File: config.mk
export PLATFORM = sky130hd
export DESIGN_NAME = md_top
export DESIGN_NICKNAME = d
export VERILOG_FILES = /design/src/source/md_pkg.sv /design/src/source/md_state_pkg.sv /design/src/source/md_req_ctrl.sv /design/src/source/md_mult_fast.sv /design/src/source/md_div_long.sv /design/src/source/md_top.sv
export SDC_FILE = /design/constraint.sdc
export NUM_CORES = 2
export LEC_CHECK = 0
export BUFFER_PORTS_ARGS = -buffer_cell sky130_fd_sc_hd__clkbuf_2
export CORE_UTILIZATION = 57
export DETAILED_ROUTE_END_ITERATION = 10
export MAX_ROUTING_LAYER = met4
export PLACE_DENSITY = 0.74
export SLEW_MARGIN = 20
export SYNTH_ARGS = -nofsm -noshare
export SYNTH_HDL_FRONTEND = slang
export SYNTH_SLANG_ARGS = --single-unit
File: constraint.sdc
create_clock -name clk_i -period 17 [get_ports clk_i]
set_clock_uncertainty 0.2 [all_clocks]
set_input_delay 0.85 -clock clk_i [delete_from_list [all_inputs] [get_ports clk_i]]
set_output_delay 0.85 -clock clk_i [all_outputs]
set_load 0.02 [all_outputs]
File: src/source/md_pkg.sv
// ==========================================================
// multiply/divide unit, external view
// operand widths, opcodes and the request struct
// ==========================================================

package md_pkg;

  // operand and result width
  localparam int DATA_W = 32;

  // partial-product slice width
  localparam int HALF_W = 16;

  // 32-bit partial sum plus sign and carry
  localparam int ACC_W = 34;

  // divide step counter
  localparam int CNT_W = 5;

  typedef enum logic [1:0] {
    MD_OP_MULL,
    MD_OP_MULH,
    MD_OP_DIV,
    MD_OP_REM
  } md_op_e;

  // signed_mode[0] marks operand A as signed, signed_mode[1] operand B
  typedef struct packed {
    md_op_e            op;
    logic [1:0]        signed_mode;
    logic [DATA_W-1:0] op_a;
    logic [DATA_W-1:0] op_b;
  } md_req_t;

endpackage

File: src/source/md_state_pkg.sv
// ==========================================================
// multiply/divide unit, internal FSM state encodings
// ==========================================================

package md_state_pkg;

  typedef enum logic [1:0] {
    CTRL_IDLE,
    CTRL_BUSY,
    CTRL_ACK
  } ctrl_state_e;

  // one state per 16x16 partial product
  typedef enum logic [1:0] {
    ALBL,
    ALBH,
    AHBL,
    AHBH
  } mult_state_e;

  typedef enum logic [2:0] {
    DIV_IDLE,
    DIV_ABS_A,
    DIV_ABS_B,
    DIV_COMP,
    DIV_LAST,
    DIV_SIGN,
    DIV_FINISH
  } div_state_e;

endpackage

File: src/source/md_req_ctrl.sv
// ==========================================================
// multiply/divide request controller
// four-phase req/ack front end, starts the selected unit
// and holds its result until the requester lets go
// ==========================================================

`timescale 1ns/1ps

module md_req_ctrl (
  input  logic                        clk_i,
  input  logic                        rst_ni,
  input  logic                        req_i,
  input  md_pkg::md_req_t             req_data_i,
  output logic                        ack_o,
  output logic [md_pkg::DATA_W-1:0]   result_o,
  output md_pkg::md_req_t             op_o,
  output logic                        mult_start_o,
  output logic                        div_start_o,
  input  logic                        mult_done_i,
  input  logic [md_pkg::DATA_W-1:0]   mult_result_i,
  input  logic                        div_done_i,
  input  logic [md_pkg::DATA_W-1:0]   div_result_i
);

  md_state_pkg::ctrl_state_e state_q, state_d;

  logic                      accept;
  logic                      is_mult;
  logic                      unit_done;
  logic [md_pkg::DATA_W-1:0] result_q;
  md_pkg::md_req_t           op_q;

  // new requests are only taken while ack_o is low
  assign accept  = (state_q == md_state_pkg::CTRL_IDLE) && req_i;
  assign is_mult = (req_data_i.op == md_pkg::MD_OP_MULL) ||
                   (req_data_i.op == md_pkg::MD_OP_MULH);

  // only the started unit ever pulses done
  assign unit_done = mult_done_i | div_done_i;

  always_comb begin
    state_d = state_q;
    unique case (state_q)
      md_state_pkg::CTRL_IDLE: begin
        if (req_i) begin
          state_d = md_state_pkg::CTRL_BUSY;
        end
      end
      md_state_pkg::CTRL_BUSY: begin
        if (unit_done) begin
          state_d = md_state_pkg::CTRL_ACK;
        end
      end
      md_state_pkg::CTRL_ACK: begin
        // result held here for as long as req_i stays high
        if (!req_i) begin
          state_d = md_state_pkg::CTRL_IDLE;
        end
      end
      default: begin
        state_d = md_state_pkg::CTRL_IDLE;
      end
    endcase
  end

  always_ff @(posedge clk_i or negedge rst_ni) begin
    if (!rst_ni) begin
      state_q      <= md_state_pkg::CTRL_IDLE;
      mult_start_o <= 1'b0;
      div_start_o  <= 1'b0;
    end else begin
      state_q      <= state_d;
      mult_start_o <= accept && is_mult;
      div_start_o  <= accept && !is_mult;
    end
  end

  // captured request and result
  always_ff @(posedge clk_i) begin
    if (accept) begin
      op_q <= req_data_i;
    end
    if ((state_q == md_state_pkg::CTRL_BUSY) && unit_done) begin
      result_q <= mult_done_i ? mult_result_i : div_result_i;
    end
  end

  assign op_o     = op_q;
  assign result_o = result_q;
  assign ack_o    = (state_q == md_state_pkg::CTRL_ACK);

  // back-pressure: ack_o is held until the requester drops req_i
  ack_hold_a: assert property (@(posedge clk_i) disable iff (!rst_ni)
    ack_o && req_i |=> ack_o);

  start_excl_a: assert property (@(posedge clk_i) disable iff (!rst_ni)
    !(mult_start_o && div_start_o));

endmodule

File: src/source/md_mult_fast.sv
// ==========================================================
// fast multiplier
// one signed 17x17 multiply-accumulate stepped over the
// 16-bit partial products, 3 cycles MULL and 4 cycles MULH
// ==========================================================

`timescale 1ns/1ps

module md_mult_fast (
  input  logic                      clk_i,
  input  logic                      rst_ni,
  input  logic                      start_i,
  input  md_pkg::md_req_t           req_i,
  output logic                      done_o,
  output logic [md_pkg::DATA_W-1:0] result_o
);

  md_state_pkg::mult_state_e state_q, state_d;

  logic [md_pkg::HALF_W-1:0]        al, ah, bl, bh;
  logic                             sign_a, sign_b;
  logic                             signed_mult;
  logic                             is_mull;
  logic                             step;
  logic signed [md_pkg::HALF_W:0]   mult_a, mult_b;
  logic signed [md_pkg::ACC_W-1:0]  accum;
  logic signed [md_pkg::ACC_W-1:0]  mac_res;
  logic [md_pkg::ACC_W-1:0]         acc_q, acc_d;
  logic [md_pkg::DATA_W-1:0]        result_q, result_d;
  logic                             done_d;

  assign al = req_i.op_a[md_pkg::HALF_W-1:0];
  assign ah = req_i.op_a[md_pkg::DATA_W-1:md_pkg::HALF_W];
  assign bl = req_i.op_b[md_pkg::HALF_W-1:0];
  assign bh = req_i.op_b[md_pkg::DATA_W-1:md_pkg::HALF_W];

  assign is_mull     = (req_i.op == md_pkg::MD_OP_MULL);
  assign signed_mult = (req_i.signed_mode != 2'b00);

  // the top two bits of the 35-bit sum always match, so 34 bits hold it
  assign mac_res = mult_a * mult_b + accum;

  // ALBL doubles as the idle state
  assign step = start_i || (state_q != md_state_pkg::ALBL);

  always_comb begin
    sign_a   = 1'b0;
    sign_b   = 1'b0;
    mult_a   = {sign_a, al};
    mult_b   = {sign_b, bl};
    accum    = '0;
    acc_d    = mac_res;
    result_d = result_q;
    done_d   = 1'b0;
    state_d  = state_q;

    unique case (state_q)
      md_state_pkg::ALBL: begin
        mult_a = {1'b0, al};
        mult_b = {1'b0, bl};
        accum  = '0;
        if (start_i) begin
          state_d = md_state_pkg::ALBH;
        end
      end

      md_state_pkg::ALBH: begin
        sign_b = req_i.signed_mode[1] & req_i.op_b[md_pkg::DATA_W-1];
        mult_a = {1'b0, al};
        mult_b = {sign_b, bh};
        // al*bl is unsigned, only its upper half carries on
        accum  = {18'b0, acc_q[31:16]};
        if (is_mull) begin
          // keep al*bl low half in the bottom of the accumulator
          acc_d = {2'b0, mac_res[15:0], acc_q[15:0]};
        end
        state_d = md_state_pkg::AHBL;
      end

      md_state_pkg::AHBL: begin
        sign_a = req_i.signed_mode[0] & req_i.op_a[md_pkg::DATA_W-1];
        mult_a = {sign_a, ah};
        mult_b = {1'b0, bl};
        if (is_mull) begin
          accum    = {18'b0, acc_q[31:16]};
          result_d = {mac_res[15:0], acc_q[15:0]};
          done_d   = 1'b1;
          state_d  = md_state_pkg::ALBL;
        end else begin
          accum   = acc_q;
          state_d = md_state_pkg::AHBH;
        end
      end

      md_state_pkg::AHBH: begin
        // MULH only
        sign_a   = req_i.signed_mode[0] & req_i.op_a[md_pkg::DATA_W-1];
        sign_b   = req_i.signed_mode[1] & req_i.op_b[md_pkg::DATA_W-1];
        mult_a   = {sign_a, ah};
        mult_b   = {sign_b, bh};
        accum    = {{16{signed_mult & acc_q[33]}}, acc_q[33:16]};
        result_d = mac_res[md_pkg::DATA_W-1:0];
        done_d   = 1'b1;
        state_d  = md_state_pkg::ALBL;
      end

      default: begin
        state_d = md_state_pkg::ALBL;
      end
    endcase
  end

  always_ff @(posedge clk_i or negedge rst_ni) begin
    if (!rst_ni) begin
      state_q <= md_state_pkg::ALBL;
      done_o  <= 1'b0;
    end else begin
      state_q <= state_d;
      done_o  <= done_d;
    end
  end

  always_ff @(posedge clk_i) begin
    if (step) begin
      acc_q <= acc_d;
    end
    result_q <= result_d;
  end

  assign result_o = result_q;

  mult_state_known_a: assert property (@(posedge clk_i) disable iff (!rst_ni)
    !$isunknown(state_q));

endmodule

File: src/source/md_div_long.sv
// ==========================================================
// long divider
// radix-2 restoring division on absolute values with a
// final sign fix, one compare/subtract step per cycle
// ==========================================================

`timescale 1ns/1ps

module md_div_long (
  input  logic                      clk_i,
  input  logic                      rst_ni,
  input  logic                      start_i,
  input  md_pkg::md_req_t           req_i,
  output logic                      done_o,
  output logic [md_pkg::DATA_W-1:0] result_o
);

  md_state_pkg::div_state_e state_q, state_d;

  logic [md_pkg::DATA_W-1:0] numer_q, numer_d;
  logic [md_pkg::DATA_W-1:0] denom_q, denom_d;
  logic [md_pkg::DATA_W-1:0] quot_q, quot_d;
  logic [md_pkg::DATA_W-1:0] rem_q, rem_d;
  logic [md_pkg::CNT_W-1:0]  cnt_q, cnt_d;

  // the divider's own subtract adder
  logic [md_pkg::DATA_W-1:0] add_a, add_b;
  logic [md_pkg::DATA_W:0]   diff;

  logic                      is_div;
  logic                      sign_a, sign_b;
  logic                      b_zero;
  logic                      ge;
  logic                      quot_neg;
  logic                      rem_neg;
  logic [md_pkg::DATA_W-1:0] next_rem;
  logic [md_pkg::DATA_W-1:0] next_quot;

  assign is_div = (req_i.op == md_pkg::MD_OP_DIV);
  assign sign_a = req_i.signed_mode[0] & req_i.op_a[md_pkg::DATA_W-1];
  assign sign_b = req_i.signed_mode[1] & req_i.op_b[md_pkg::DATA_W-1];

  // 33-bit unsigned subtract, bit 32 is the borrow
  assign diff = {1'b0, add_a} - {1'b0, add_b};

  // in idle the adder forms 0 - B, which is zero only for B == 0
  assign b_zero = (diff[md_pkg::DATA_W-1:0] == '0);

  // remainder >= divisor when the subtract does not borrow
  assign ge        = ~diff[md_pkg::DATA_W];
  assign next_rem  = ge ? diff[md_pkg::DATA_W-1:0] : rem_q;
  assign next_quot = {quot_q[md_pkg::DATA_W-2:0], ge};

  // zero divisors never reach the sign step, so quot_neg needs no zero check
  assign quot_neg = sign_a ^ sign_b;
  assign rem_neg  = sign_a;

  always_comb begin
    add_a   = '0;
    add_b   = req_i.op_b;
    numer_d = numer_q;
    denom_d = denom_q;
    quot_d  = quot_q;
    rem_d   = rem_q;
    cnt_d   = cnt_q;
    done_o  = 1'b0;
    state_d = state_q;

    unique case (state_q)
      md_state_pkg::DIV_IDLE: begin
        if (start_i) begin
          // architectural divide-by-zero results, kept if we skip ahead
          rem_d   = is_div ? '1 : req_i.op_a;
          state_d = b_zero ? md_state_pkg::DIV_FINISH : md_state_pkg::DIV_ABS_A;
        end
      end

      md_state_pkg::DIV_ABS_A: begin
        add_b   = req_i.op_a;
        numer_d = sign_a ? diff[md_pkg::DATA_W-1:0] : req_i.op_a;
        state_d = md_state_pkg::DIV_ABS_B;
      end

      md_state_pkg::DIV_ABS_B: begin
        add_b   = req_i.op_b;
        denom_d = sign_b ? diff[md_pkg::DATA_W-1:0] : req_i.op_b;
        // first partial remainder is the dividend MSB
        rem_d   = {{(md_pkg::DATA_W-1){1'b0}}, numer_q[md_pkg::DATA_W-1]};
        cnt_d   = md_pkg::CNT_W'(md_pkg::DATA_W - 1);
        state_d = md_state_pkg::DIV_COMP;
      end

      md_state_pkg::DIV_COMP: begin
        add_a   = rem_q;
        add_b   = denom_q;
        quot_d  = next_quot;
        // next_rem is below the divisor, so its MSB is always clear
        rem_d   = {next_rem[md_pkg::DATA_W-2:0], numer_q[cnt_q - 1'b1]};
        cnt_d   = cnt_q - 1'b1;
        if (cnt_q == md_pkg::CNT_W'(1)) begin
          state_d = md_state_pkg::DIV_LAST;
        end
      end

      md_state_pkg::DIV_LAST: begin
        add_a   = rem_q;
        add_b   = denom_q;
        // from here rem_q carries whichever value the op returns
        rem_d   = is_div ? next_quot : next_rem;
        state_d = md_state_pkg::DIV_SIGN;
      end

      md_state_pkg::DIV_SIGN: begin
        add_b = rem_q;
        if (is_div ? quot_neg : rem_neg) begin
          rem_d = diff[md_pkg::DATA_W-1:0];
        end
        state_d = md_state_pkg::DIV_FINISH;
      end

      md_state_pkg::DIV_FINISH: begin
        done_o  = 1'b1;
        state_d = md_state_pkg::DIV_IDLE;
      end

      default: begin
        state_d = md_state_pkg::DIV_IDLE;
      end
    endcase
  end

  always_ff @(posedge clk_i or negedge rst_ni) begin
    if (!rst_ni) begin
      state_q <= md_state_pkg::DIV_IDLE;
      cnt_q   <= '0;
    end else begin
      state_q <= state_d;
      cnt_q   <= cnt_d;
    end
  end

  // operand and partial result registers
  always_ff @(posedge clk_i) begin
    numer_q <= numer_d;
    denom_q <= denom_d;
    quot_q  <= quot_d;
    rem_q   <= rem_d;
  end

  assign result_o = rem_q;

  div_state_legal_a: assert property (@(posedge clk_i) disable iff (!rst_ni)
    state_q inside {md_state_pkg::DIV_IDLE, md_state_pkg::DIV_ABS_A,
                    md_state_pkg::DIV_ABS_B, md_state_pkg::DIV_COMP,
                    md_state_pkg::DIV_LAST, md_state_pkg::DIV_SIGN,
                    md_state_pkg::DIV_FINISH});

endmodule

File: src/source/md_top.sv
// ==========================================================
// multiply/divide unit top level
// request controller with fast multiplier and long divider
// ==========================================================

`timescale 1ns/1ps

module md_top (
  input  logic                      clk_i,
  input  logic                      rst_ni,
  input  logic                      req_i,
  input  md_pkg::md_req_t           req_data_i,
  output logic                      ack_o,
  output logic [md_pkg::DATA_W-1:0] result_o
);

  md_pkg::md_req_t           op;
  logic                      mult_start;
  logic                      div_start;
  logic                      mult_done;
  logic                      div_done;
  logic [md_pkg::DATA_W-1:0] mult_result;
  logic [md_pkg::DATA_W-1:0] div_result;

  md_req_ctrl md_req_ctrl_i (
    .clk_i         (clk_i),
    .rst_ni        (rst_ni),
    .req_i         (req_i),
    .req_data_i    (req_data_i),
    .ack_o         (ack_o),
    .result_o      (result_o),
    .op_o          (op),
    .mult_start_o  (mult_start),
    .div_start_o   (div_start),
    .mult_done_i   (mult_done),
    .mult_result_i (mult_result),
    .div_done_i    (div_done),
    .div_result_i  (div_result)
  );

  md_mult_fast md_mult_fast_i (
    .clk_i    (clk_i),
    .rst_ni   (rst_ni),
    .start_i  (mult_start),
    .req_i    (op),
    .done_o   (mult_done),
    .result_o (mult_result)
  );

  md_div_long md_div_long_i (
    .clk_i    (clk_i),
    .rst_ni   (rst_ni),
    .start_i  (div_start),
    .req_i    (op),
    .done_o   (div_done),
    .result_o (div_result)
  );

endmodule

==> out/qor.csv <==
metric;value;unit
post_cts_buffers;0;
hold_viol;0;
final_common_cell;inv_1;
nFillCells;4191;
synth_top_cell_by_area;edfxtp_1;
grt_max_degree;92;
num_vias;23600;
ys.flop_type;edfxtp_1;
die_area;0.0536;mm^2
cp_slowest_stage_delay;1.01;ns
clockRootBuffer;clkbuf_16;
coreArea;0.0516;mm^2
cts_resized;0;
ys_seq_elements;308;
clk_pin_slew;0.06;ns
r2r-end;md_mult_fast_i.acc_q[33];
post-route-period-util;49.4;%
required;17.11;ns
gr-total-overflow;0;
path_depth;22;
ys_seq_area_share;30.6;%
layout_common_cells;478 x inv_1, 340 x fa_1, 310 x nand2_1, 293 x edfxtp_1, 245 x nor2_1;
setup_viol;0;
whs;0.0450;ns
rsz0062_at_grt;no;
die_y;231;um
post_drt_wl_per_cell;27.1;um
syn_nets;3516;
cp-start-kind;register;
cts-htree-levels;2;
cts_buffer_depth;3;
grtUsageTotal;40.2;%
rows;83;
path_buf_inv;4;
ys_types;105;
critPathSlowestCell;dfrtp_2;
crit_top_cell;fa_1;
synth_top_area_share;29.3;%
multiInputGateArea;0.0185;mm^2
drt_iter0_markers;3016;
synthTopCellsByArea;edfxtp_1 29%, fa_1 23%, inv_1 6.0%, ha_1 5.7%, nand2_1 3.9%;
fmax;119;MHz
gp_congestion;1.04;
drt_first_pass_iters;7;
fp.dieW;231;um
io_buffers;103;
worstPathArrival;8.51;ns
path_cells;mux2i_1 -> nor2_1 -> fa_1 -> inv_1 -> fa_1 -> inv_1 -> fa_1 -> fa_1 -> fa_1 -> inv_1 -> fa_1 -> inv_1 -> ha_1 -> or3_1 -> a21oi_1 -> nor3_1 -> a211oi_1 -> a2bb2oi_1 -> o211ai_1 -> a41oi_1 -> xnor2_1 -> nor2_1;
numCtsBuffers;36;
cp-end-kind;register;
r2r_cells;22;
worst-path-max-fanout;37;
synth_edf_count;293;
hp-class;in -> async;
final-seq-area;0.00918;mm^2
r2r_slack;8.60;ns
r2r-start;md_mult_fast_i.state_q[0];
critPathKind;reg -> reg;
final_core_util;62.9;%
post-route-drc-count;0;
via_per_inst;6.31;
yosys_warnings;0;
outcome;complete, no violations;
slew_headroom;24.0;%
period_minus_slack;8.40;ns
area_growth;8.16;%
cp-startpoint;md_mult_fast_i.state_q[0];
cap_violations;0;
ant_nets;0;
worstMarginPinSlew;1.13;ns
endpoint;md_mult_fast_i.acc_q[33];
async_flop_share;4.87;%
synthCells;2969;
wirelength;101;mm
nets;3571;
pre_cts_slack;8.76;ns
cts_tree;done;
fin_ws;8.60;ns
drive_above_1_share;12.3;%
slew_viol_final;0;
initial_core_util;58.1;%
antenna_found_initial;3;
critical-path-top-delay-family;adder cells;
netlist_area;0.0300;mm^2
tns;0;ns
first_global_vias;24000;
postCtsHoldBufs;0;
clk_latency;0.58;ns
cts.sinks;308;
detailed_place_hpwl;79.0;mm
grt_pass1_wl;152;mm
ios;104;
syn_area_per_cell;10.1;um^2
[state kept, by name, summed over array words and instances (netlist names)]
| register | cells |
|---|---|
| md_req_ctrl_i.result_o | 32 |
| md_div_long_i.cnt_q | 5 |
| md_mult_fast_i.acc_q | 34 |
| md_div_long_i.state_q | 3 |
| md_req_ctrl_i.op_o | 68 |
| md_div_long_i.quot_q | 31 |
| md_mult_fast_i.done_o | 1 |
| md_mult_fast_i.result_o | 32 |
| md_req_ctrl_i.div_start_o | 1 |
| md_div_long_i.denom_q | 32 |
| md_mult_fast_i.state_q | 2 |
| md_req_ctrl_i.mult_start_o | 1 |
| md_div_long_i.result_o | 32 |
| md_req_ctrl_i.state_q | 2 |
| md_div_long_i.numer_q | 32 |
[final cells by class]
type | count | share of cell area, %
multi-input combinational | 2054 | 57.2
sequential | 308 | 28.3
inverter | 478 | 5.53
clock buffer | 43 | 2.98
tap | 680 | 2.62
timing repair buffer | 146 | 2.60
clock inverter | 22 | 0.802
antenna | 2 | 0.0154
[kinds of logic (layout without fill, tap and decap cells)]
group | after synthesis | after routing | synth area share, %
muxes | 199 | 199 | 7.43
DFF | 308 | 308 | 30.6
and+or+nand+nor | 742 | 742 | 10.9
other | 0 | 2 | 0
buffers and inverters | 607 | 689 | 7.90
AOI/OAI and AO/OA | 561 | 561 | 12.5
adders and majority gates | 476 | 476 | 28.4
xor gates and xnor gates | 76 | 76 | 2.29
[cell usage after synthesis, types with 20 or more instances]
master / count
a21o_1: 41
a21oi_1: 140
a22o_1: 42
and2_1: 45
clkbuf_1: 100
edfxtp_1: 293
fa_1: 340
ha_1: 136
inv_1: 478
mux2_2: 88
mux2i_1: 99
nand2_1: 310
nand2b_1: 21
nor2_1: 251
nor3_1: 20
o21ai_0: 133
o22ai_1: 41
xnor2_1: 54
[how the worst min path moves through the flow]
stage / depth (start not counted) / end / from
2_1_floorplan: 0 / md_div_long_i.quot_q[12] / md_div_long_i.quot_q[11]
5_1_grt: 1 / md_req_ctrl_i.state_q[1] / rst_ni
6_report: 1 / md_div_long_i.cnt_q[0] / rst_ni
3_5_place_dp: 0 / md_div_long_i.quot_q[9] / md_div_long_i.quot_q[8]
3_3_place_gp: 0 / md_div_long_i.quot_q[12] / md_div_long_i.quot_q[11]
4_1_cts: 1 / md_div_long_i.cnt_q[2] / rst_ni
[layer usage]
metal	wire [um]	up-vias	track usage, %
met3	9820	384	6.84
met1	36600	11600	49.3
li1	-	10100	-
met2	46700	1456	61.2
met5	0	-	-
met4	8220	0	27.2
[per-stage QoR]
stage	instance area, um^2	cells
2_1_floorplan	30000	2969
3_3_place_gp	31200	3665
3_5_place_dp	31200	3666
4_1_cts	32400	3731
5_1_grt	32400	3732
6_report	32400	3733
Power is left out: the tool's default activity adds up to more than one toggle a clock period on the data nets, which glitch-free logic cannot reach.
